File: src/rtl/cpu_defines.svh
`ifndef CPU_DEFINES_SVH
`define CPU_DEFINES_SVH

// Instruction memory depth as a word address width.
`define IMEM_AW 6

// Data memory depth as a word address width.
`define DMEM_AW 6

// Address of the first instruction after reset.
`define RESET_PC 32'h0000_0000

`endif

File: src/rtl/isa_pkg.sv
`default_nettype none

package isa_pkg;

	typedef enum logic [5:0] {
		OP_RTYPE = 6'h00,
		OP_J     = 6'h02,
		OP_BEQ   = 6'h04,
		OP_ADDI  = 6'h08,
		OP_LW    = 6'h23,
		OP_SW    = 6'h2b
	} opcode_e;

	typedef enum logic [5:0] {
		FN_SLL = 6'h00,
		FN_ADD = 6'h20,
		FN_SUB = 6'h22,
		FN_AND = 6'h24,
		FN_OR  = 6'h25,
		FN_SLT = 6'h2a
	} funct_e;

	typedef enum logic [3:0] {
		ALU_AND = 4'h0,
		ALU_OR  = 4'h1,
		ALU_ADD = 4'h2,
		ALU_SUB = 4'h6,
		ALU_SLT = 4'h7,
		ALU_SLL = 4'h8
	} alu_op_e;

	// Operation family picked by the main decoder.
	typedef enum logic [1:0] {
		CLS_ADD   = 2'b00, // Address arithmetic for loads and stores.
		CLS_SUB   = 2'b01, // Compare for beq.
		CLS_FUNCT = 2'b10  // R-type, the funct field decides.
	} alu_class_e;

	typedef struct packed {
		opcode_e     opcode;
		logic [4:0]  rs;
		logic [4:0]  rt;
		logic [4:0]  rd;
		logic [4:0]  shamt;
		logic [5:0]  funct;
	} r_view_t;

	typedef struct packed {
		opcode_e     opcode;
		logic [4:0]  rs;
		logic [4:0]  rt;
		logic [15:0] imm;
	} i_view_t;

	typedef struct packed {
		opcode_e     opcode;
		logic [25:0] target;
	} j_view_t;

	// One instruction word seen through the three MIPS formats.
	typedef union packed {
		r_view_t r;
		i_view_t i;
		j_view_t j;
	} instr_t;

endpackage

`default_nettype wire

File: src/rtl/pipe_pkg.sv
`default_nettype none

package pipe_pkg;

	import isa_pkg::*;

	typedef struct packed {
		logic       regwrite;
		logic       regdst;    // Destination is rd when set, rt otherwise.
		logic       memtoreg;
		logic       memread;
		logic       memwrite;
		logic       isbranch;
		logic       isjump;
		logic       alusrc;    // Second ALU operand is the immediate when set.
		alu_class_e alu_class;
	} ctrl_t;

	typedef struct packed {
		logic [31:0] pc_next;
		instr_t      instr;
	} if_id_t;

	typedef struct packed {
		ctrl_t       ctrl;
		logic [31:0] pc_next;
		logic [31:0] rs_data;
		logic [31:0] rt_data;
		logic [31:0] imm;
		logic [31:0] jump_target;
		logic [4:0]  rt;
		logic [4:0]  rd;
	} id_ex_t;

	typedef struct packed {
		logic        regwrite;
		logic        memtoreg;
		logic        memread;
		logic        memwrite;
		logic        isbranch;
		logic [31:0] branch_target;
		logic        zero;
		logic [31:0] alu_result;
		logic [31:0] store_data;
		logic [4:0]  dst;
	} ex_mem_t;

	typedef struct packed {
		logic        regwrite;
		logic        memtoreg;
		logic [31:0] load_data;
		logic [31:0] alu_result;
		logic [4:0]  dst;
	} mem_wb_t;

	typedef struct packed {
		logic [4:0]  rd;
		logic [31:0] data;
	} wb_port_t;

	typedef struct packed {
		logic [31:0] addr;
		logic [31:0] data;
	} store_port_t;

endpackage

`default_nettype wire

File: src/rtl/execute_stage.sv
`default_nettype none
`timescale 1ns/1ps

module execute_stage import isa_pkg::*, pipe_pkg::*; (
	input  wire logic   clk,
	input  wire logic   rst_n,
	input  wire id_ex_t id_ex,
	input  wire logic   flush,
	output logic        jump_taken,
	output logic [31:0] jump_target,
	output ex_mem_t     ex_mem
);

	funct_e      funct;
	alu_op_e     alu_op;
	logic [4:0]  shamt;
	logic [31:0] op_b;
	logic [31:0] alu_result;
	logic [4:0]  dst;
	logic [31:0] branch_target;

	assign funct = funct_e'(id_ex.imm[5:0]); // The R-type fields sit in the low immediate bits.
	assign shamt = id_ex.imm[10:6];

	always_comb begin
		case (id_ex.ctrl.alu_class)
			CLS_ADD: alu_op = ALU_ADD;
			CLS_SUB: alu_op = ALU_SUB;
			default: begin
				case (funct)
					FN_ADD: alu_op = ALU_ADD;
					FN_SUB: alu_op = ALU_SUB;
					FN_AND: alu_op = ALU_AND;
					FN_OR: alu_op = ALU_OR;
					FN_SLT: alu_op = ALU_SLT;
					FN_SLL: alu_op = ALU_SLL;
					default: alu_op = ALU_ADD;
				endcase
			end
		endcase
	end

	assign op_b = id_ex.ctrl.alusrc ? id_ex.imm : id_ex.rt_data;

	always_comb begin
		case (alu_op)
			ALU_ADD: alu_result = id_ex.rs_data + op_b;
			ALU_SUB: alu_result = id_ex.rs_data - op_b;
			ALU_AND: alu_result = id_ex.rs_data & op_b;
			ALU_OR: alu_result = id_ex.rs_data | op_b;
			ALU_SLT: alu_result = {31'd0, $signed(id_ex.rs_data) < $signed(op_b)};
			ALU_SLL: alu_result = op_b << shamt; // Shifts rt, rs is ignored.
			default: alu_result = 32'd0;
		endcase
	end

	assign dst = id_ex.ctrl.regdst ? id_ex.rd : id_ex.rt;
	assign branch_target = id_ex.pc_next + {id_ex.imm[29:0], 2'b00};

	// A flushed slot has its control bits cleared, so only a live jump gets here.
	assign jump_taken = id_ex.ctrl.isjump;
	assign jump_target = id_ex.jump_target;

	always_ff @(posedge clk) begin
		ex_mem.branch_target <= branch_target;
		ex_mem.zero <= (alu_result == 32'd0);
		ex_mem.alu_result <= alu_result;
		ex_mem.store_data <= id_ex.rt_data;
		ex_mem.dst <= dst;
		if (!rst_n || flush) begin
			ex_mem.regwrite <= 1'b0;
			ex_mem.memtoreg <= 1'b0;
			ex_mem.memread <= 1'b0;
			ex_mem.memwrite <= 1'b0;
			ex_mem.isbranch <= 1'b0;
		end else begin
			ex_mem.regwrite <= id_ex.ctrl.regwrite;
			ex_mem.memtoreg <= id_ex.ctrl.memtoreg;
			ex_mem.memread <= id_ex.ctrl.memread;
			ex_mem.memwrite <= id_ex.ctrl.memwrite;
			ex_mem.isbranch <= id_ex.ctrl.isbranch;
		end
	end

endmodule

`default_nettype wire

File: config.mk
export PLATFORM = sky130hd
export DESIGN_NAME = execute_stage
export DESIGN_NICKNAME = d
export VERILOG_FILES = /design/src/rtl/cpu_defines.svh /design/src/rtl/isa_pkg.sv /design/src/rtl/pipe_pkg.sv /design/src/rtl/execute_stage.sv
export SDC_FILE = /design/constraint.sdc
export NUM_CORES = 1
export LEC_CHECK = 0
export BUFFER_PORTS_ARGS = -buffer_cell sky130_fd_sc_hd__buf_2
export CORE_MARGIN = 5
export CORE_UTILIZATION = 59
export DETAILED_ROUTE_END_ITERATION = 12
export GPL_TIMING_DRIVEN = 1
export PLACE_DENSITY = 0.88
export SYNTH_ARGS = -nofsm -noshare
export SYNTH_HDL_FRONTEND = slang
export SYNTH_SLANG_ARGS = --single-unit
File: constraint.sdc
create_clock -name clk -period 11 [get_ports clk]
set_input_delay 2.2 -clock clk [delete_from_list [all_inputs] [get_ports clk]]
set_output_delay 2.2 -clock clk [all_outputs]
set_load 0.01 [all_outputs]
==> flow_summary.ini <==
[cells_and_area]
area_growth_syn_to_layout_pct = 11.3
mostFrequentLayoutCell = buf_2
top_regs = ex_mem x107
nFillCells = 1720
layout_common_cells = buf_2 (256), ha_1 (131), inv_1 (108), nor2_1 (108), dfxtp_1 (107)
multi_input_comb_area_mm2 = 0.00857
finalNetCount = 1947
antenna_cells = 0
layout-drive-gt1-share = 0.223
largest_register_ff_count = 107
seq_area_mm2 = 0.00214
regMostFlops = ex_mem

[clocking]
cts_tree = done
clkSinkCount = 107
postCtsSetupBuffers = 0
htree_levels = 3
cts.path.max_buffers = 2
cts_root_buffer = clkbuf_16
hold_buffers = 0
ctsResizeCount = 0
clkTransAtPathRegs_ps = 80
cts_buffers = 9

[detailed_routing]
drc = 0
wl_per_cell_um = 22.8
antenna_left = 0
route.met3.wl_um = 5410
wl_met1_um = 16900
drt_iter0_drc = 1492
vias = 12400
drt_wl_total_um = 43300
drt_first_pass_iters = 6
topRoutingLayerUsed = met4
via_per_inst = 6.53
dr_wl_met2_um = 19700

[synthesis]
yosys_warnings = 0
synth_area_mm2 = 0.0118
synth_ff_type = dfxtp_1
synth.avg_cell_area_um2 = 8.05
yosys.area.top_type = dfxtp_1
ys_types = 89
ys_ff_latch = 107
synth-async-reset-ratio = 0
synth_enable_flop_cells = 0
syn_nets = 1779
synth_area_leaders = dfxtp_1 (18%), ha_1 (14%), mux2i_1 (6.6%)
synthCells = 1462
synth-seq-area-share = 0.182
synth_top_area_frac = 0.182

[power]
power_uw = 1500
vdd_drop_max_mv = 0.0824
internal_power_uw = 882
power_frac_clock = 0.218
power_density_mw_per_mm2 = 115
switchingPower_uw = 623
share_comb_of_total_power = 0.472
pwr-share-seq = 0.309
swShare = 0.414
p_leak_uw = 0.00610

[run_status]
outcome = finished clean

[floorplan]
core_area_mm2 = 0.0195
die_h_um = 151
initial_core_util = 0.603
die-area_mm2 = 0.0229
ios = 323
dieWidth_um = 151
num_rows = 51

[global_route]
grt_pass1_vias = 11800
grt_antenna_before_repair = 0
grtUsageTotal = 0.366
grt-ovfl-total = 0
grt_pass1_wl_um = 65600
grt_max_degree = 61

[worst_setup_path]
max_stage_delay_ps = 810
required_ps = 11270
crit_type = primary input to flip-flop
cp-start-kind = primary input
cpMostUsedCell = nor4_2
worstPathArrival_ps = 8070
worst_setup_path_end_kind = flip-flop
cp_slowest_cell = a2111oi_0
cp_max_fo = 33
cp_cell_sequence = buf_2, buf_4, inv_1, a21boi_0, ha_1, nor2b_1, nor4_1, a211oi_1, o21ai_0, a2111oi_0, mux2i_1, o211ai_1, or4_1, nor4_2, nand4b_1, nor4_2

[timing]
period_needed_ps = 7800
timing.final.crit_share = 0.709
slew-limit-headroom = 0.326
worst_pin_slew_ps = 1000
fmax_ghz = 0.128
finalSetupViolCount = 0
tns_ps = 0
finalMaxSlewViolations = 0
timing_hold_violations_final = 0
rsz0062_at_grt = false

[hold_path]
hp-class = primary input to flip-flop

[placed_design]
gp_congestion = 1.02
hpwlAfterDp_um = 34300
placement.io_buffers = 256

[job]
drv_cap = 0
[worst paths after layout]
| check | cells past startpoint | start | endpoint | slack (ps) |
|---|---|---|---|---|
| worst max-delay path | 16 | id_ex[172] | ex_mem[69] | 3200 |
| worst min-delay path | 1 | id_ex[139] | ex_mem[71] | 1930 |
[per-stage QoR]
stage	instances	util	instance area, um^2	hold WS, ps	setup slack (ps)
floorplan	1462	-	11800	2230	4050
global placement	1884	0.657	12800	2300	3310
detailed placement	1884	0.657	12800	2300	2980
CTS	1899	0.671	13100	1920	3350
global route	1899	0.671	13100	1920	2870
finish	1899	0.671	13100	1930	3200
[area by class of cell]
cell class                 instances  area share
multi-input combinational       1133       0.654
sequential                       107       0.163
timing repair buffer             266       0.104
inverter                         113      0.0324
tap                              265      0.0253
clock buffer                      10      0.0175
clock inverter                     5     0.00344
[cells by family after synthesis]
family,Yosys count,share of synthesized area
compound gates,447,0.262
simple gates,392,0.164
buf+inv,222,0.0918
fa+ha+maj,134,0.144
mux,127,0.130
flops,107,0.182
xor+xnor,33,0.0246
[critical path, delay by kind of cell]
kind / cells / cell delay [ps]
adders and majority gates: 1 / 490
muxes: 1 / 260
buffers and inverters: 3 / 1240
and+or+nand+nor: 6 / 1430
AOI/OAI and AO/OA: 5 / 2430
[per-layer routing]
layer	up-vias	global-route usage
met5	-	0
met4	0	0.110
met3	110	0.0987
met2	837	0.580
met1	5795	0.488
li1	5665	-
[synth_stat cells (all sizes together), types with 16 or more instances]
cell	instances
nor2b	19
nor2	108
clkbuf	43
o21bai	16
nand2	107
nand2b	24
inv	112
mux2i	78
a211oi	22
buf	66
o21ai	86
o211ai	25
ha	131
mux4	18
nor3	28
o221ai	20
mux2	31
a21oi	103
a21o	21
xnor2	25
dfxtp	107
nand3	20
[power by group through the flow]
stage | Clock, uW | Combinational, uW | Sequential, uW
after floorplan | 0 | 431 | 508
after global placement | 0 | 678 | 473
after detailed placement | 0 | 686 | 474
after CTS | 329 | 691 | 465
after global routing | 344 | 767 | 471
final | 328 | 711 | 465
Note: power is estimated with default switching activity, not from simulation.
