<file path="config.mk">
export PLATFORM = sky130hd
export DESIGN_NAME = fetch_stage
export DESIGN_NICKNAME = d
export VERILOG_FILES = /design/src/rtl/isa_pkg.sv /design/src/rtl/pipe_pkg.sv /design/src/rtl/fetch_stage.sv
export VERILOG_INCLUDE_DIRS = /design/src /design/src/rtl
export SDC_FILE = /design/constraint.sdc
export NUM_CORES = 2
export LEC_CHECK = 0
export BUFFER_PORTS_ARGS = -buffer_cell sky130_fd_sc_hd__buf_2
export CORE_MARGIN = 5
export CORE_UTILIZATION = 45
export DETAILED_ROUTE_END_ITERATION = 10
export GPL_TIMING_DRIVEN = 1
export PLACE_DENSITY = 0.62
export SLEW_MARGIN = 20
export SYNTH_ARGS = -nofsm -noshare
export SYNTH_HDL_FRONTEND = slang
export SYNTH_SLANG_ARGS = --single-unit
</file>
<file path="constraint.sdc">
create_clock -name clk -period 5.1 [get_ports clk]
set_clock_uncertainty 0.15 [all_clocks]
set_input_delay 1.02 -clock clk [delete_from_list [all_inputs] [get_ports clk]]
set_output_delay 1.02 -clock clk [all_outputs]
set_load 0.005 [all_outputs]
</file>
<file path="src/rtl/cpu_defines.svh">
`ifndef CPU_DEFINES_SVH
`define CPU_DEFINES_SVH

// Instruction memory depth as a word address width.
`define IMEM_AW 6

// Data memory depth as a word address width.
`define DMEM_AW 6

// Address of the first instruction after reset.
`define RESET_PC 32'h0000_0000

`endif

</file>
<file path="src/rtl/isa_pkg.sv">
`default_nettype none

package isa_pkg;

	typedef enum logic [5:0] {
		OP_RTYPE = 6'h00,
		OP_J     = 6'h02,
		OP_BEQ   = 6'h04,
		OP_ADDI  = 6'h08,
		OP_LW    = 6'h23,
		OP_SW    = 6'h2b
	} opcode_e;

	typedef enum logic [5:0] {
		FN_SLL = 6'h00,
		FN_ADD = 6'h20,
		FN_SUB = 6'h22,
		FN_AND = 6'h24,
		FN_OR  = 6'h25,
		FN_SLT = 6'h2a
	} funct_e;

	typedef enum logic [3:0] {
		ALU_AND = 4'h0,
		ALU_OR  = 4'h1,
		ALU_ADD = 4'h2,
		ALU_SUB = 4'h6,
		ALU_SLT = 4'h7,
		ALU_SLL = 4'h8
	} alu_op_e;

	// Operation family picked by the main decoder.
	typedef enum logic [1:0] {
		CLS_ADD   = 2'b00, // Address arithmetic for loads and stores.
		CLS_SUB   = 2'b01, // Compare for beq.
		CLS_FUNCT = 2'b10  // R-type, the funct field decides.
	} alu_class_e;

	typedef struct packed {
		opcode_e     opcode;
		logic [4:0]  rs;
		logic [4:0]  rt;
		logic [4:0]  rd;
		logic [4:0]  shamt;
		logic [5:0]  funct;
	} r_view_t;

	typedef struct packed {
		opcode_e     opcode;
		logic [4:0]  rs;
		logic [4:0]  rt;
		logic [15:0] imm;
	} i_view_t;

	typedef struct packed {
		opcode_e     opcode;
		logic [25:0] target;
	} j_view_t;

	// One instruction word seen through the three MIPS formats.
	typedef union packed {
		r_view_t r;
		i_view_t i;
		j_view_t j;
	} instr_t;

endpackage

`default_nettype wire

</file>
<file path="src/rtl/pipe_pkg.sv">
`default_nettype none

package pipe_pkg;

	import isa_pkg::*;

	typedef struct packed {
		logic       regwrite;
		logic       regdst;    // Destination is rd when set, rt otherwise.
		logic       memtoreg;
		logic       memread;
		logic       memwrite;
		logic       isbranch;
		logic       isjump;
		logic       alusrc;    // Second ALU operand is the immediate when set.
		alu_class_e alu_class;
	} ctrl_t;

	typedef struct packed {
		logic [31:0] pc_next;
		instr_t      instr;
	} if_id_t;

	typedef struct packed {
		ctrl_t       ctrl;
		logic [31:0] pc_next;
		logic [31:0] rs_data;
		logic [31:0] rt_data;
		logic [31:0] imm;
		logic [31:0] jump_target;
		logic [4:0]  rt;
		logic [4:0]  rd;
	} id_ex_t;

	typedef struct packed {
		logic        regwrite;
		logic        memtoreg;
		logic        memread;
		logic        memwrite;
		logic        isbranch;
		logic [31:0] branch_target;
		logic        zero;
		logic [31:0] alu_result;
		logic [31:0] store_data;
		logic [4:0]  dst;
	} ex_mem_t;

	typedef struct packed {
		logic        regwrite;
		logic        memtoreg;
		logic [31:0] load_data;
		logic [31:0] alu_result;
		logic [4:0]  dst;
	} mem_wb_t;

	typedef struct packed {
		logic [4:0]  rd;
		logic [31:0] data;
	} wb_port_t;

	typedef struct packed {
		logic [31:0] addr;
		logic [31:0] data;
	} store_port_t;

endpackage

`default_nettype wire

</file>
<file path="src/rtl/fetch_stage.sv">
`default_nettype none
`timescale 1ns/1ps

`include "cpu_defines.svh"

module fetch_stage import pipe_pkg::*; (
	input  wire logic                clk,
	input  wire logic                rst_n,
	input  wire logic                prog_we,
	input  wire logic [`IMEM_AW-1:0] prog_addr,
	input  wire logic [31:0]         prog_data,
	input  wire logic                jump_taken,
	input  wire logic [31:0]         jump_target,
	input  wire logic                branch_taken,
	input  wire logic [31:0]         branch_target,
	output if_id_t                   if_id
);

	logic [31:0] pc;
	logic [31:0] pc_d;
	logic [31:0] pc_plus4;
	logic [31:0] instr;
	logic [31:0] imem [2**`IMEM_AW];

	assign pc_plus4 = pc + 32'd4;
	assign instr = imem[pc[`IMEM_AW+1:2]]; // Word-addressed, byte offset dropped.

	// A branch is older than a jump, so it wins.
	always_comb begin
		if (branch_taken) begin
			pc_d = branch_target;
		end else if (jump_taken) begin
			pc_d = jump_target;
		end else begin
			pc_d = pc_plus4;
		end
	end

	always_ff @(posedge clk) begin
		if (!rst_n) begin
			pc <= `RESET_PC;
		end else begin
			pc <= pc_d;
		end
	end

	always_ff @(posedge clk) begin
		if (prog_we) begin
			imem[prog_addr] <= prog_data;
		end
	end

	always_ff @(posedge clk) begin
		if (!rst_n || jump_taken || branch_taken) begin
			if_id <= '0; // An all-zero word decodes as sll r0, which is a nop.
		end else begin
			if_id.pc_next <= pc_plus4;
			if_id.instr <= instr;
		end
	end

	pc_aligned: assert property (@(posedge clk) disable iff (!rst_n) pc[1:0] == 2'b00)
		else $error("PC is not word-aligned: %h", pc);

endmodule

`default_nettype wire

</file>
==> impl_metrics.yaml <==
placement:
  gp_congestion: 0.8778
  portBuffers: 170
  hpwlAfterDp_um: 131500
pwr:
  p_leak_nw: 28.63
  powerDensity_mw_per_mm2: 395.4
  peakVddDrop_uv: 329.3
final_layout:
  syn2layout_area_growth_pct: 13.57
  drive_gt1_frac: 0.2821
  register_area_mm2: 0.06344
  nFillCells: 14040
  multi_input_area_mm2: 0.01743
  nets: 4210
floorplan:
  dieArea_mm2: 0.1899
  num_rows: 156
  die_h_um: 435.8
  fp.dieW_um: 435.8
  io_pins: 171
  start_util: 0.4518
  coreArea_mm2: 0.1805
global_route:
  grt_max_degree: 95
  use_met3: 0.05977
  grt_busiest_layer: "met2"
  grt_use_met1: 0.3112
  grt_pass1_wl_um: 301900
  grt_use_total: 0.2216
  grt_overflow: 0
  antenna_found_initial: 12
  grt_pass1_vias: 40180
  met2_usage: 0.3479
routing:
  viasPerCell: 6.023
  wirelength_um: 211500
  drt_iter0_markers: 4850
  ant_nets: 0
  drt-wirelength-per-cell_um: 31.80
  drc_errors: 0
  num_vias: 40060
  drt-pass1-iter-count: 6
synth:
  ys_ff_latch: 2144
  synth_area_per_cell_um2: 21.52
  ys_seq_area_frac: 0.7775
  netlist_area_mm2: 0.08157
  yosys_warnings: 0
  synth_edf_count: 2048
  synthesis.instances: 3790
  synthFlopType: "edfxtp_1"
  ys_async_sr_fraction: 0
  synth_cell_types: 66
  synth_nets: 3898
cts:
  cts.htree.levels: 4
  post_cts_resize_count: 0
  clockBufferDepth: 3
  cts_buffers: 207
  cts_tree: "built"
  ctsHoldBuffers: 0
  cts_root_buf: "clkbuf_16"
  clk_latency_ns: 0.85
  path_clk_slew_ns: 0.06
  clock_sinks: 2144
  cts_setup_buffers: 0
critical_path:
  crit_path_cell_trace: "buf_12 > mux4_2 > a2111oi_1 > a21oi_1 > a22o_1"
  cp.required_ns: 5.69
  crit_path_end: "if_id[15]"
  r2r_end: "if_id[15]"
  reg2reg_depth: 5
  regToRegSetupSlack_ns: 1.41
  critical_path_class: "reg2reg"
  crit_path_end_kind: "flip-flop"
  startpoint: "pc[2]"
  crit_slowest_cell: "a2111oi_1"
  cp_data_arrival_time_ns: 4.28
  worstPathMaxFanout: 71
  worstSetupStartpointType: "flip-flop"
  rr_startpoint: "pc[2]"
  slowest_delay_ns: 1.04
sta:
  min_period_ns: 3.692
  worst_hold_slack_ns: 0.2918
  setup_tns_ns: 0
  slew_viol_final: 0
  relSlewSlack: 0.2212
  fmax_ghz: 0.2709
  setup_viol: 0
  min_period_over_period: 0.7239
  worst-slew-pin-transition_ns: 1.165
  rsz0062_at_grt: "false"
  timing.final.hold_violations: 0
job:
  max_cap_viol_count: 0
status:
  status: "complete, no violations"
hold_path:
  hold_path.class: "in2reg"
[cells in the final DEF, fill, tap and decap left out, types with 23 or more instances in the layout]
cell type,instances
clkbuf_1,51
edfxtp_1,2048
nand3_1,24
clkbuf_16,209
buf_4,139
nor2_4,63
o21ai_0,40
a22oi_1,68
nor2_1,128
dfxtp_1,91
clkinv_2,34
clkinv_1,51
nand2_1,80
buf_2,164
a21oi_1,26
o22ai_1,80
a31oi_1,23
mux2i_1,93
mux4_2,483
o221ai_1,24
nor3_1,37
[where the power goes]
part	internal, W	switching, W
sequential	0.0194	0.000122
combinational	0.000802	0.00142
clock	0.00830	0.00656
[metrics by stage]
stage               utilization  worst slack (ns)  power (W)  cell area, um2  std cells
floorplan                     -            0.7448    0.02109           81570       3790
global placement         0.4763             1.117    0.02213           85990       6260
detailed placement       0.4766             1.130    0.02215           86050       6262
CTS                      0.5129             1.475    0.03686           92610       6647
global route             0.5131             1.335    0.03776           92630       6648
finish                   0.5131             1.408    0.03663           92640       6651
[area by class of cell]
cell class | instances | share of cell area
Antenna cell | 3 | 0.00008104
Clock buffer | 266 | 0.05941
Clock inverter | 119 | 0.01145
Inverter | 8 | 0.0003241
Multi-Input combinational cell | 1421 | 0.1881
Sequential cell | 2144 | 0.6848
Tap cell | 2370 | 0.03201
Timing Repair Buffer | 320 | 0.02380
[synthesized netlist by cell type, types with 5 or more instances]
cell / instances / area [um2]
a2111oi_2: 5 / 75.07
a211o_1: 8 / 70.07
a211oi_1: 15 / 112.6
a21oi_1: 26 / 130.1
a221o_1: 8 / 80.08
a221oi_1: 15 / 131.4
a22o_1: 9 / 78.83
a22oi_1: 68 / 510.5
a31oi_1: 23 / 143.9
and2_1: 6 / 37.54
and3_1: 12 / 75.07
buf_1: 11 / 41.29
buf_2: 63 / 315.3
buf_4: 28 / 210.2
buf_6: 19 / 214.0
buf_8: 6 / 90.09
clkbuf_1: 89 / 334.1
dfxtp_1: 96 / 1922
edfxtp_1: 2048 / 61500
inv_1: 5 / 18.77
mux2_2: 21 / 236.5
mux2i_1: 93 / 930.9
mux4_2: 483 / 10880
nand2_1: 80 / 300.3
nand2b_1: 20 / 125.1
nand3_1: 24 / 120.1
nand3b_1: 6 / 45.04
nand4_1: 7 / 43.79
nor2_1: 191 / 716.9
nor2b_1: 9 / 56.30
nor3_1: 39 / 195.2
nor4_1: 9 / 56.30
o21ai_0: 40 / 200.2
o21ai_1: 8 / 40.04
o21ba_2: 5 / 50.05
o21bai_1: 10 / 75.07
o221ai_1: 24 / 210.2
o22ai_1: 80 / 500.5
o31a_1: 5 / 43.79
o41ai_1: 6 / 52.55
or3_1: 7 / 43.79
xnor2_1: 15 / 131.4
xor2_1: 7 / 61.31
[per-layer routing]
| metal | vias to the layer above | share of wire |
|---|---|---|
| met4 | 6 | 0.026 |
| met2 | 1801 | 0.47 |
| met1 | 21350 | 0.41 |
| met5 | - | 0.00050 |
| met3 | 323 | 0.093 |
| li1 | 16580 | - |
[cell families after synthesis]
logic type               synth area share
adder cells (fa/ha/maj)         0.0001534
AO/OA/AOI/OAI                     0.03316
AND/OR/NAND/NOR                   0.02382
multiplexers                       0.1477
flip-flops                         0.7775
XOR/XNOR                         0.002362
buffers and inverters             0.01538
[how the worst min path moves through the flow]
stage	from	endpoint	slack (ns)	cells past startpoint
CTS	branch_target[1]	pc[1]	0.24	3
detailed placement	pc[1]	if_id[33]	0.34	1
floorplan	pc[0]	if_id[32]	0.30	1
finish	branch_target[1]	pc[1]	0.29	3
global placement	pc[1]	if_id[33]	0.34	1
global route	prog_data[15]	imem[0][15]	0.31	1
[registers in the layout (all words and copies together) (netlist names)]
| signal | flops |
|---|---|
| imem | 2048 |
| if_id | 64 |
| pc | 32 |
[worst max-delay path: cells and delay by family, from the launching register on]
kind / cells / cell delay [ns]
flip-flops: 1 / 0.78
AO/OA/AOI/OAI: 3 / 1.45
multiplexers: 1 / 0.62
buffers and inverters: 1 / 0.51
(Power assumes the default switching activity.)
